File: config.mk
export PLATFORM = sky130hd
export DESIGN_NAME = motor_pwm_top
export DESIGN_NICKNAME = d
export VERILOG_FILES = /design/src/common/pwm_pkg.sv /design/src/hdl/wb_duty_regs.sv /design/src/hdl/cmd_fifo.sv /design/src/hdl/pwm_period_timer.sv /design/src/pwm_driver/ds_pwm_driver.sv /design/src/hdl/motor_pwm_top.sv
export SDC_FILE = /design/constraint.sdc
export NUM_CORES = 1
export LEC_CHECK = 0
export ABC_AREA = 1
export BUFFER_PORTS_ARGS = -buffer_cell sky130_fd_sc_hd__buf_2
export CAP_MARGIN = 15
export CORE_UTILIZATION = 25
export CTS_BUF_LIST = sky130_fd_sc_hd__clkbuf_2
export CTS_CLUSTER_DIAMETER = 40
export DETAILED_ROUTE_END_ITERATION = 8
export GPL_TIMING_DRIVEN = 0
export HOLD_SLACK_MARGIN = 0.08
export SKIP_LAST_GASP = 1
export SLEW_MARGIN = 20
export SYNTH_ARGS = -nofsm -noshare
export SYNTH_HDL_FRONTEND = slang
export SYNTH_SLANG_ARGS = --single-unit
File: constraint.sdc
create_clock -name clk -period 11.2 [get_ports clk]
set_input_delay 1.12 -clock clk [delete_from_list [all_inputs] [get_ports clk]]
set_output_delay 1.12 -clock clk [all_outputs]
set_load 0.01 [all_outputs]
File: src/common/pwm_pkg.sv
package pwm_pkg;

    // Counter runs half a period down then half up
    localparam int PWM_PERIOD    = 200;
    localparam int HALF_PERIOD   = PWM_PERIOD / 2;
    localparam int CNT_WIDTH     = $clog2(HALF_PERIOD + 1);
    localparam int MAX_ON_CYCLES = 190;     // Longest on time per period

    localparam int DUTY_WIDTH    = 12;

    // Command FIFO
    localparam int FIFO_DEPTH    = 4;
    localparam int LEVEL_WIDTH   = $clog2(FIFO_DEPTH + 1);

    // Wishbone
    localparam int WB_DATA_WIDTH = 32;
    localparam int WB_ADDR_WIDTH = 3;

    // Word addresses
    localparam logic [WB_ADDR_WIDTH-1:0] REG_DUTY_U = 'd0;
    localparam logic [WB_ADDR_WIDTH-1:0] REG_DUTY_V = 'd1;
    localparam logic [WB_ADDR_WIDTH-1:0] REG_DUTY_W = 'd2;
    localparam logic [WB_ADDR_WIDTH-1:0] REG_COMMIT = 'd3;
    localparam logic [WB_ADDR_WIDTH-1:0] REG_CTRL   = 'd4;
    localparam logic [WB_ADDR_WIDTH-1:0] REG_STATUS = 'd5;

    // One duty command for all three phases
    typedef struct packed {
        logic [DUTY_WIDTH-1:0] u;
        logic [DUTY_WIDTH-1:0] v;
        logic [DUTY_WIDTH-1:0] w;
    } duty_cmd_t;

endpackage

File: src/hdl/wb_duty_regs.sv
`timescale 1ns/1ps

module wb_duty_regs (
    input  logic                                clk,
    input  logic                                reset,
    input  logic                                cyc,
    input  logic                                stb,
    input  logic                                we,
    input  logic [pwm_pkg::WB_ADDR_WIDTH-1:0]   adr,
    input  logic [pwm_pkg::WB_DATA_WIDTH-1:0]   dat_w,
    output logic [pwm_pkg::WB_DATA_WIDTH-1:0]   dat_r,
    output logic                                ack,
    input  logic                                fault,
    input  logic [pwm_pkg::LEVEL_WIDTH-1:0]     fifo_level,
    output logic                                push_valid,
    input  logic                                push_ready,
    output pwm_pkg::duty_cmd_t                  push_cmd,
    output logic                                enable
);

    typedef logic [pwm_pkg::WB_DATA_WIDTH-1:0] word_t;

    logic                           req;
    logic                           wr;
    logic [pwm_pkg::DUTY_WIDTH-1:0] duty_u;
    logic [pwm_pkg::DUTY_WIDTH-1:0] duty_v;
    logic [pwm_pkg::DUTY_WIDTH-1:0] duty_w;
    logic                           fault_latched;
    logic                           overflow;
    word_t                          read_word;

    assign req = cyc & stb & ~ack;  // New access, not yet acked
    assign wr  = req & we;

    always_comb begin
        case (adr)
            pwm_pkg::REG_DUTY_U: read_word = word_t'(duty_u);
            pwm_pkg::REG_DUTY_V: read_word = word_t'(duty_v);
            pwm_pkg::REG_DUTY_W: read_word = word_t'(duty_w);
            pwm_pkg::REG_CTRL:   read_word = word_t'(enable);
            pwm_pkg::REG_STATUS: read_word = word_t'({fifo_level, overflow, fault_latched});
            default:             read_word = '0;
        endcase
    end

    always_ff @(posedge clk or posedge reset) begin
        if (reset) begin
            ack           <= 1'b0;
            push_valid    <= 1'b0;
            duty_u        <= '0;
            duty_v        <= '0;
            duty_w        <= '0;
            enable        <= 1'b0;
            fault_latched <= 1'b0;
            overflow      <= 1'b0;
        end else begin
            ack        <= req;
            push_valid <= wr && (adr == pwm_pkg::REG_COMMIT);   // One-cycle push
            if (wr) begin
                case (adr)
                    pwm_pkg::REG_DUTY_U: duty_u <= dat_w[pwm_pkg::DUTY_WIDTH-1:0];
                    pwm_pkg::REG_DUTY_V: duty_v <= dat_w[pwm_pkg::DUTY_WIDTH-1:0];
                    pwm_pkg::REG_DUTY_W: duty_w <= dat_w[pwm_pkg::DUTY_WIDTH-1:0];
                    pwm_pkg::REG_CTRL:   enable <= dat_w[0];
                    default: ;
                endcase
            end
            // New event wins over the clear
            if (fault) begin
                fault_latched <= 1'b1;
            end else if (wr && (adr == pwm_pkg::REG_STATUS) && dat_w[0]) begin
                fault_latched <= 1'b0;
            end
            if (push_valid && !push_ready) begin
                overflow <= 1'b1;   // Command dropped
            end else if (wr && (adr == pwm_pkg::REG_STATUS) && dat_w[1]) begin
                overflow <= 1'b0;
            end
        end
    end

    always_ff @(posedge clk) begin
        if (req) begin
            dat_r <= read_word;
        end
        if (wr && (adr == pwm_pkg::REG_COMMIT)) begin
            push_cmd.u <= duty_u;
            push_cmd.v <= duty_v;
            push_cmd.w <= duty_w;
        end
    end

    a_ack_single: assert property (@(posedge clk) disable iff (reset) ack |=> !ack);

endmodule

File: src/hdl/cmd_fifo.sv
`timescale 1ns/1ps

module cmd_fifo #(
    parameter type payload_t = logic
) (
    input  logic                            clk,
    input  logic                            reset,
    input  logic                            in_valid,
    output logic                            in_ready,
    input  payload_t                        in_data,
    output logic                            out_valid,
    input  logic                            out_ready,
    output payload_t                        out_data,
    output logic [pwm_pkg::LEVEL_WIDTH-1:0] level
);

    typedef logic [$clog2(pwm_pkg::FIFO_DEPTH)-1:0] ptr_t;

    payload_t                        mem [pwm_pkg::FIFO_DEPTH];
    ptr_t                            wr_ptr;
    ptr_t                            rd_ptr;
    logic [pwm_pkg::LEVEL_WIDTH-1:0] count;
    logic                            push;
    logic                            pop;

    function automatic ptr_t next_ptr(input ptr_t ptr);
        if (ptr == ptr_t'(pwm_pkg::FIFO_DEPTH - 1)) begin
            return '0;
        end
        return ptr + 1'b1;
    endfunction

    assign in_ready  = (count < pwm_pkg::FIFO_DEPTH);
    assign out_valid = (count != '0);
    assign push      = in_valid & in_ready;
    assign pop       = out_valid & out_ready;
    assign out_data  = mem[rd_ptr];    // Head of queue
    assign level     = count;

    always_ff @(posedge clk) begin
        if (push) begin
            mem[wr_ptr] <= in_data;
        end
    end

    always_ff @(posedge clk or posedge reset) begin
        if (reset) begin
            wr_ptr <= '0;
            rd_ptr <= '0;
            count  <= '0;
        end else begin
            if (push) begin
                wr_ptr <= next_ptr(wr_ptr);
            end
            if (pop) begin
                rd_ptr <= next_ptr(rd_ptr);
            end
            if (push && !pop) begin
                count <= count + 1'b1;
            end else if (pop && !push) begin
                count <= count - 1'b1;
            end
        end
    end

    a_count_bound: assert property (@(posedge clk) disable iff (reset)
        count <= pwm_pkg::FIFO_DEPTH);

endmodule

File: src/hdl/pwm_period_timer.sv
`timescale 1ns/1ps

module pwm_period_timer (
    input  logic clk,
    input  logic reset,
    input  logic enable,
    output logic trigger
);

    logic [$clog2(pwm_pkg::PWM_PERIOD)-1:0] count;

    always_ff @(posedge clk or posedge reset) begin
        if (reset) begin
            count   <= '0;
            trigger <= 1'b0;
        end else begin
            trigger <= enable && (count == '0);   // Start of period
            if (!enable) begin
                count <= '0;
            end else if (count == pwm_pkg::PWM_PERIOD - 1) begin
                count <= '0;
            end else begin
                count <= count + 1'b1;
            end
        end
    end

endmodule

File: src/pwm_driver/ds_pwm_driver.sv
`timescale 1ns/1ps

module ds_pwm_driver (
    input  logic               clk,
    input  logic               reset,
    input  logic               trigger,
    input  logic               fault,
    input  logic               cmd_valid,
    output logic               cmd_ready,
    input  pwm_pkg::duty_cmd_t cmd,
    output logic [2:0]         driver_pwm,        // {u, v, w}
    output logic [2:0]         driver_reset_n
);

    typedef logic [pwm_pkg::CNT_WIDTH-1:0] cnt_t;
    typedef logic [pwm_pkg::CNT_WIDTH:0]   cmp_t;

    logic       dir;                // 0 down, 1 up
    cnt_t       counter;
    logic       drive;
    logic       staged;
    cmp_t       duty_clip [3];
    cmp_t       stage_cmp [3];
    cmp_t       cmp       [3];
    cmp_t       half_cmp  [3];
    logic [2:0] pwm_ff;
    logic       reset_n_ff;

    function automatic cmp_t clip_duty(input logic [pwm_pkg::DUTY_WIDTH-1:0] duty);
        if (duty < pwm_pkg::MAX_ON_CYCLES) begin
            return cmp_t'(duty);
        end
        return cmp_t'(pwm_pkg::MAX_ON_CYCLES);
    endfunction

    assign cmd_ready = ~staged;

    always_comb begin
        duty_clip[2] = clip_duty(cmd.u);
        duty_clip[1] = clip_duty(cmd.v);
        duty_clip[0] = clip_duty(cmd.w);
    end

    always_ff @(posedge clk) begin
        if (cmd_valid && cmd_ready) begin
            stage_cmp <= duty_clip;
        end
    end

    always_ff @(posedge clk or posedge reset) begin
        if (reset) begin
            staged  <= 1'b0;
            drive   <= 1'b0;
            dir     <= 1'b0;
            counter <= cnt_t'(pwm_pkg::HALF_PERIOD - 1);
            cmp     <= '{default: '0};
        end else if (fault) begin
            staged  <= 1'b0;    // Pending command is lost
            drive   <= 1'b0;
            dir     <= 1'b0;
            counter <= cnt_t'(pwm_pkg::HALF_PERIOD - 1);
        end else begin
            if (trigger && staged) begin
                staged <= 1'b0;
            end else if (cmd_valid && cmd_ready) begin
                staged <= 1'b1;
            end
            if (trigger) begin
                dir     <= 1'b0;
                counter <= cnt_t'(pwm_pkg::HALF_PERIOD - 1);
                if (staged) begin
                    drive <= 1'b1;
                    cmp   <= stage_cmp;
                end
            end else if (!dir) begin
                if (counter != '0) begin
                    counter <= counter - 1'b1;
                end else begin
                    dir <= 1'b1;    // Hold zero one more cycle
                end
            end else if (counter != cnt_t'(pwm_pkg::HALF_PERIOD - 1)) begin
                counter <= counter + 1'b1;
            end
        end
    end

    // Odd duties put the extra cycle on the up slope
    always_comb begin
        for (int i = 0; i < 3; i++) begin
            half_cmp[i] = (cmp[i] + cmp_t'(dir)) >> 1;
        end
    end

    always_ff @(posedge clk or posedge reset) begin
        if (reset) begin
            pwm_ff         <= '0;
            reset_n_ff     <= 1'b0;
            driver_pwm     <= '0;
            driver_reset_n <= '0;
        end else begin
            for (int i = 0; i < 3; i++) begin
                pwm_ff[i] <= drive & ~fault & (cmp_t'(counter) < half_cmp[i]);
            end
            reset_n_ff     <= drive & ~fault;
            driver_pwm     <= pwm_ff;
            driver_reset_n <= {3{reset_n_ff}};
        end
    end

    a_pwm_off_in_reset: assert property (@(posedge clk) disable iff (reset)
        (driver_reset_n == 3'b000) |-> (driver_pwm == 3'b000));

endmodule

File: src/hdl/motor_pwm_top.sv
`timescale 1ns/1ps

module motor_pwm_top (
    input  logic                              clk,
    input  logic                              reset,
    input  logic                              cyc,
    input  logic                              stb,
    input  logic                              we,
    input  logic [pwm_pkg::WB_ADDR_WIDTH-1:0] adr,
    input  logic [pwm_pkg::WB_DATA_WIDTH-1:0] dat_w,
    output logic [pwm_pkg::WB_DATA_WIDTH-1:0] dat_r,
    output logic                              ack,
    input  logic                              fault,
    output logic [2:0]                        driver_pwm,
    output logic [2:0]                        driver_reset_n
);

    logic                            push_valid;
    logic                            push_ready;
    pwm_pkg::duty_cmd_t              push_cmd;
    logic                            cmd_valid;
    logic                            cmd_ready;
    pwm_pkg::duty_cmd_t              cmd;
    logic [pwm_pkg::LEVEL_WIDTH-1:0] fifo_level;
    logic                            enable;
    logic                            trigger;

    wb_duty_regs u_wb_duty_regs (
        .clk        (clk),
        .reset      (reset),
        .cyc        (cyc),
        .stb        (stb),
        .we         (we),
        .adr        (adr),
        .dat_w      (dat_w),
        .dat_r      (dat_r),
        .ack        (ack),
        .fault      (fault),
        .fifo_level (fifo_level),
        .push_valid (push_valid),
        .push_ready (push_ready),
        .push_cmd   (push_cmd),
        .enable     (enable)
    );

    cmd_fifo #(
        .payload_t (pwm_pkg::duty_cmd_t)
    ) u_cmd_fifo (
        .clk       (clk),
        .reset     (reset),
        .in_valid  (push_valid),
        .in_ready  (push_ready),
        .in_data   (push_cmd),
        .out_valid (cmd_valid),
        .out_ready (cmd_ready),
        .out_data  (cmd),
        .level     (fifo_level)
    );

    pwm_period_timer u_pwm_period_timer (
        .clk     (clk),
        .reset   (reset),
        .enable  (enable),
        .trigger (trigger)
    );

    ds_pwm_driver u_ds_pwm_driver (
        .clk            (clk),
        .reset          (reset),
        .trigger        (trigger),
        .fault          (fault),
        .cmd_valid      (cmd_valid),
        .cmd_ready      (cmd_ready),
        .cmd            (cmd),
        .driver_pwm     (driver_pwm),
        .driver_reset_n (driver_reset_n)
    );

endmodule

==> results_dict.tcl <==
set metrics [dict create \
    worstSetupPathType "input port to flip-flop" \
    leakage_nw 6.47 \
    grt.total_usage_pct 10.2 \
    syn_avg_cell_area_um2 11.8 \
    gr-total-overflow 0 \
    use_met2_pct 17.4 \
    finalSetupViolCount 0 \
    cp-start-kind "input port" \
    status "complete, no violations" \
    cts_tree "yes" \
    vias 8267 \
    vdd_drop_max_mv 0.0997 \
    grt_pass1_vias 8374 \
    synthDistinctLibCells 40 \
    ios 80 \
    clock_sinks 315 \
    grt.busiest_layer "met2" \
    die_h_um 233 \
    die_area_um2 54400 \
    grt_max_degree 76 \
    finalMaxSlewViolations 0 \
    cts-root-buf "clkbuf_2" \
    clock_latency_ns 0.90 \
    clkTransAtPathRegs_ns 0.10 \
    seq_area_um2 8970 \
    first_iter_violations 364 \
    fin_tns_setup_ns 0 \
    cellPowerDensity_nw_per_um2 200 \
    cts_htree_levels 3 \
    port_buffers 39 \
    gp_congestion 0.747 \
    wire_per_inst_um 13.1 \
    grt_pass1_wl_mm 43.3 \
    cts_buffers 80 \
    num-nets-final 1359 \
    use_met3_pct 2.54 \
    die-width_um 233 \
    syn_inst 1132 \
    holdBufCountCts 0 \
    cts_resized 0 \
    tightest_slew_ns 0.792 \
    antenna_found_initial 3 \
    worstSetupEndpointType "flip-flop" \
    relSlewSlack_pct 47.1 \
    cp.arrival_ns 3.29 \
    remaining_drc_errors 0 \
    seq_area_frac_synth_pct 67.1 \
    grt_util_met1_pct 12.2 \
    final_layout_size_suffix_gt1_share_pct 21.7 \
    yosysWarningCount 0 \
    min_period_over_period_pct 24.7 \
    initial_utilization_pct 25.4 \
    syn2layout_area_growth_pct 15.1 \
    core_area_um2 52700 \
    multi_input_area_um2 3670 \
    min_period_ns 2.77 \
    clk_path_buf_depth 3 \
    rows 84 \
    finalClockSkew_ns 0.130 \
    avgViaCountPerCell 4.08 \
    ys.flop_type "edfxtp_1" \
    synth_area_um2 13400 \
    ys_seq_elements 315 \
    synth_edf_count 216 \
    required_ns 11.72 \
    ant_nets 0 \
    hold_path.class "input port to async pin" \
    fmax_ghz 0.362 \
    post-cts-setup-buffer-count 0 \
    hold_viol 0 \
    routed_wl_mm 26.5 \
    dr.pass1.iters 5 \
    final_area_um2 15400 \
    fill_cells 5344 \
    drv_cap 0 \
    cp_max_fo 14 \
    hpwl_mm 18.7 \
    place_area_um2 14700 \
    synthArstFlopShare_pct 31.4 \
    grt_setup_unrepaired "no" \
]
==> cells by family (layout without fill, tap and decap cells) <==
| kind of cell | count (synthesis) | count (layout) | synth area share (%) |
|---|---|---|---|
| xor gates and xnor gates | 24 | 24 | 1.57 |
| other | 1 | 21 | 0.0281 |
| muxes | 40 | 40 | 3.37 |
| DFF | 315 | 315 | 67.1 |
| and+or+nand+nor | 448 | 448 | 14.6 |
| AOI/OAI and AO/OA | 86 | 86 | 3.60 |
| buffers and inverters | 182 | 370 | 6.23 |
| adders and majority gates | 36 | 36 | 3.48 |
==> through the flow <==
stage | utilization (%) | cells | hold slack (ns) | total power (W) | setup WS [ns]
after floorplan | - | 1151 | 0.331 | 0.00213 | 5.29
after global placement | 27.5 | 1878 | 0.333 | 0.00236 | 3.59
after detailed placement | 27.9 | 1888 | 0.335 | 0.00238 | 7.53
after CTS | 29.2 | 2027 | 0.165 | 0.00313 | 8.39
after global routing | 29.2 | 2028 | 0.187 | 0.00331 | 8.20
final | 29.2 | 2028 | 0.260 | 0.00308 | 8.43
==> worst paths after layout <==
path	start	to	slack (ns)	cells past startpoint
setup / recovery	cyc	u_wb_duty_regs.push_cmd[34]	8.43	8
hold / removal	reset	u_ds_pwm_driver.dir	0.26	2
setup reg to reg	u_wb_duty_regs.ack	u_wb_duty_regs.push_cmd[34]	8.45	6
hold reg to reg	u_ds_pwm_driver.reset_n_ff	u_ds_pwm_driver.driver_reset_n[0]	0.36	0
max in group asynchronous	reset	u_cmd_fifo.level[1]	10.25	3
min in group clk	u_ds_pwm_driver.reset_n_ff	u_ds_pwm_driver.driver_reset_n[0]	0.36	0
==> flip-flops by register name (all words and copies together), names as in the netlist, 3 cells and up <==
register	cells
u_ds_pwm_driver.cmp	24
u_pwm_period_timer.count	8
u_ds_pwm_driver.stage_cmp	24
u_ds_pwm_driver.pwm_ff	3
u_cmd_fifo.level	3
u_wb_duty_regs.duty_v	12
u_cmd_fifo.mem	144
u_wb_duty_regs.duty_w	12
u_ds_pwm_driver.counter	7
u_wb_duty_regs.push_cmd	36
u_wb_duty_regs.dat_r	12
u_ds_pwm_driver.driver_pwm	3
u_wb_duty_regs.duty_u	12
==> power breakdown <==
part / internal [W] / switching (W) / leakage [nW]
clock network: 0.000290 / 0.000444 / 0.542
registers: 0.00141 / 0.000111 / 3.15
logic: 0.000304 / 0.000521 / 2.77
==> critical path, stage by stage <==
cell	delay, ns
buf_2	0.08
nand2_1	0.06
nor2_2	0.54
nand2_2	0.33
nor4_2	0.37
buf_2	0.30
buf_2	0.24
buf_2	0.25
==> final cells by class <==
class | count | share of cell area (%)
Sequential cell | 315 | 58.3
Tap cell | 688 | 5.60
Buffer | 46 | 2.09
Clock buffer | 122 | 3.97
Clock inverter | 17 | 0.578
Multi-Input combinational cell | 654 | 23.9
Timing Repair Buffer | 49 | 2.18
Antenna cell | 1 | 0.0163
Inverter | 136 | 3.35
==> synthesized netlist by cell type (19+ instances only) <==
master | number | area share, %
buf_4 | 28 | 1.6
nor3_1 | 19 | 0.71
nand2_1 | 227 | 6.4
a21oi_1 | 33 | 1.2
o21ai_0 | 35 | 1.3
dfrtp_1 | 95 | 18
inv_1 | 135 | 3.8
nor2_1 | 87 | 2.4
nand3_1 | 70 | 2.6
edfxtp_1 | 216 | 49
mux2_2 | 40 | 3.4
nand4_1 | 22 | 1.0
ha_1 | 34 | 3.2
==> cell usage in the layout, fill, tap and decap left out, types with 4 or more instances in the layout <==
| cell | count |
|---|---|
| buf_4 | 28 |
| nor2_4 | 10 |
| xnor2_1 | 8 |
| clkinv_1 | 9 |
| clkbuf_2 | 122 |
| buf_6 | 4 |
| nand2_1 | 227 |
| inv_1 | 134 |
| dfstp_2 | 4 |
| dfrtp_1 | 95 |
| nor2_1 | 82 |
| nand3_1 | 70 |
| o22ai_1 | 5 |
| conb_1 | 20 |
| nand4_1 | 22 |
| edfxtp_1 | 216 |
| buf_2 | 55 |
| nand2_2 | 5 |
| xor2_1 | 16 |
| o21ai_0 | 35 |
| a21oi_1 | 33 |
| nor3_1 | 19 |
| ha_1 | 34 |
| o221ai_1 | 4 |
| mux2_2 | 40 |
==> per-layer routing <==
layer | routed length [µm] | vias up
li1 | - | 4150
met1 | 11800 | 3888
met2 | 13000 | 176
met3 | 1130 | 53
met4 | 617 | 0
met5 | 0 | -
No activity file was read; power rests on OpenSTA's default activity.
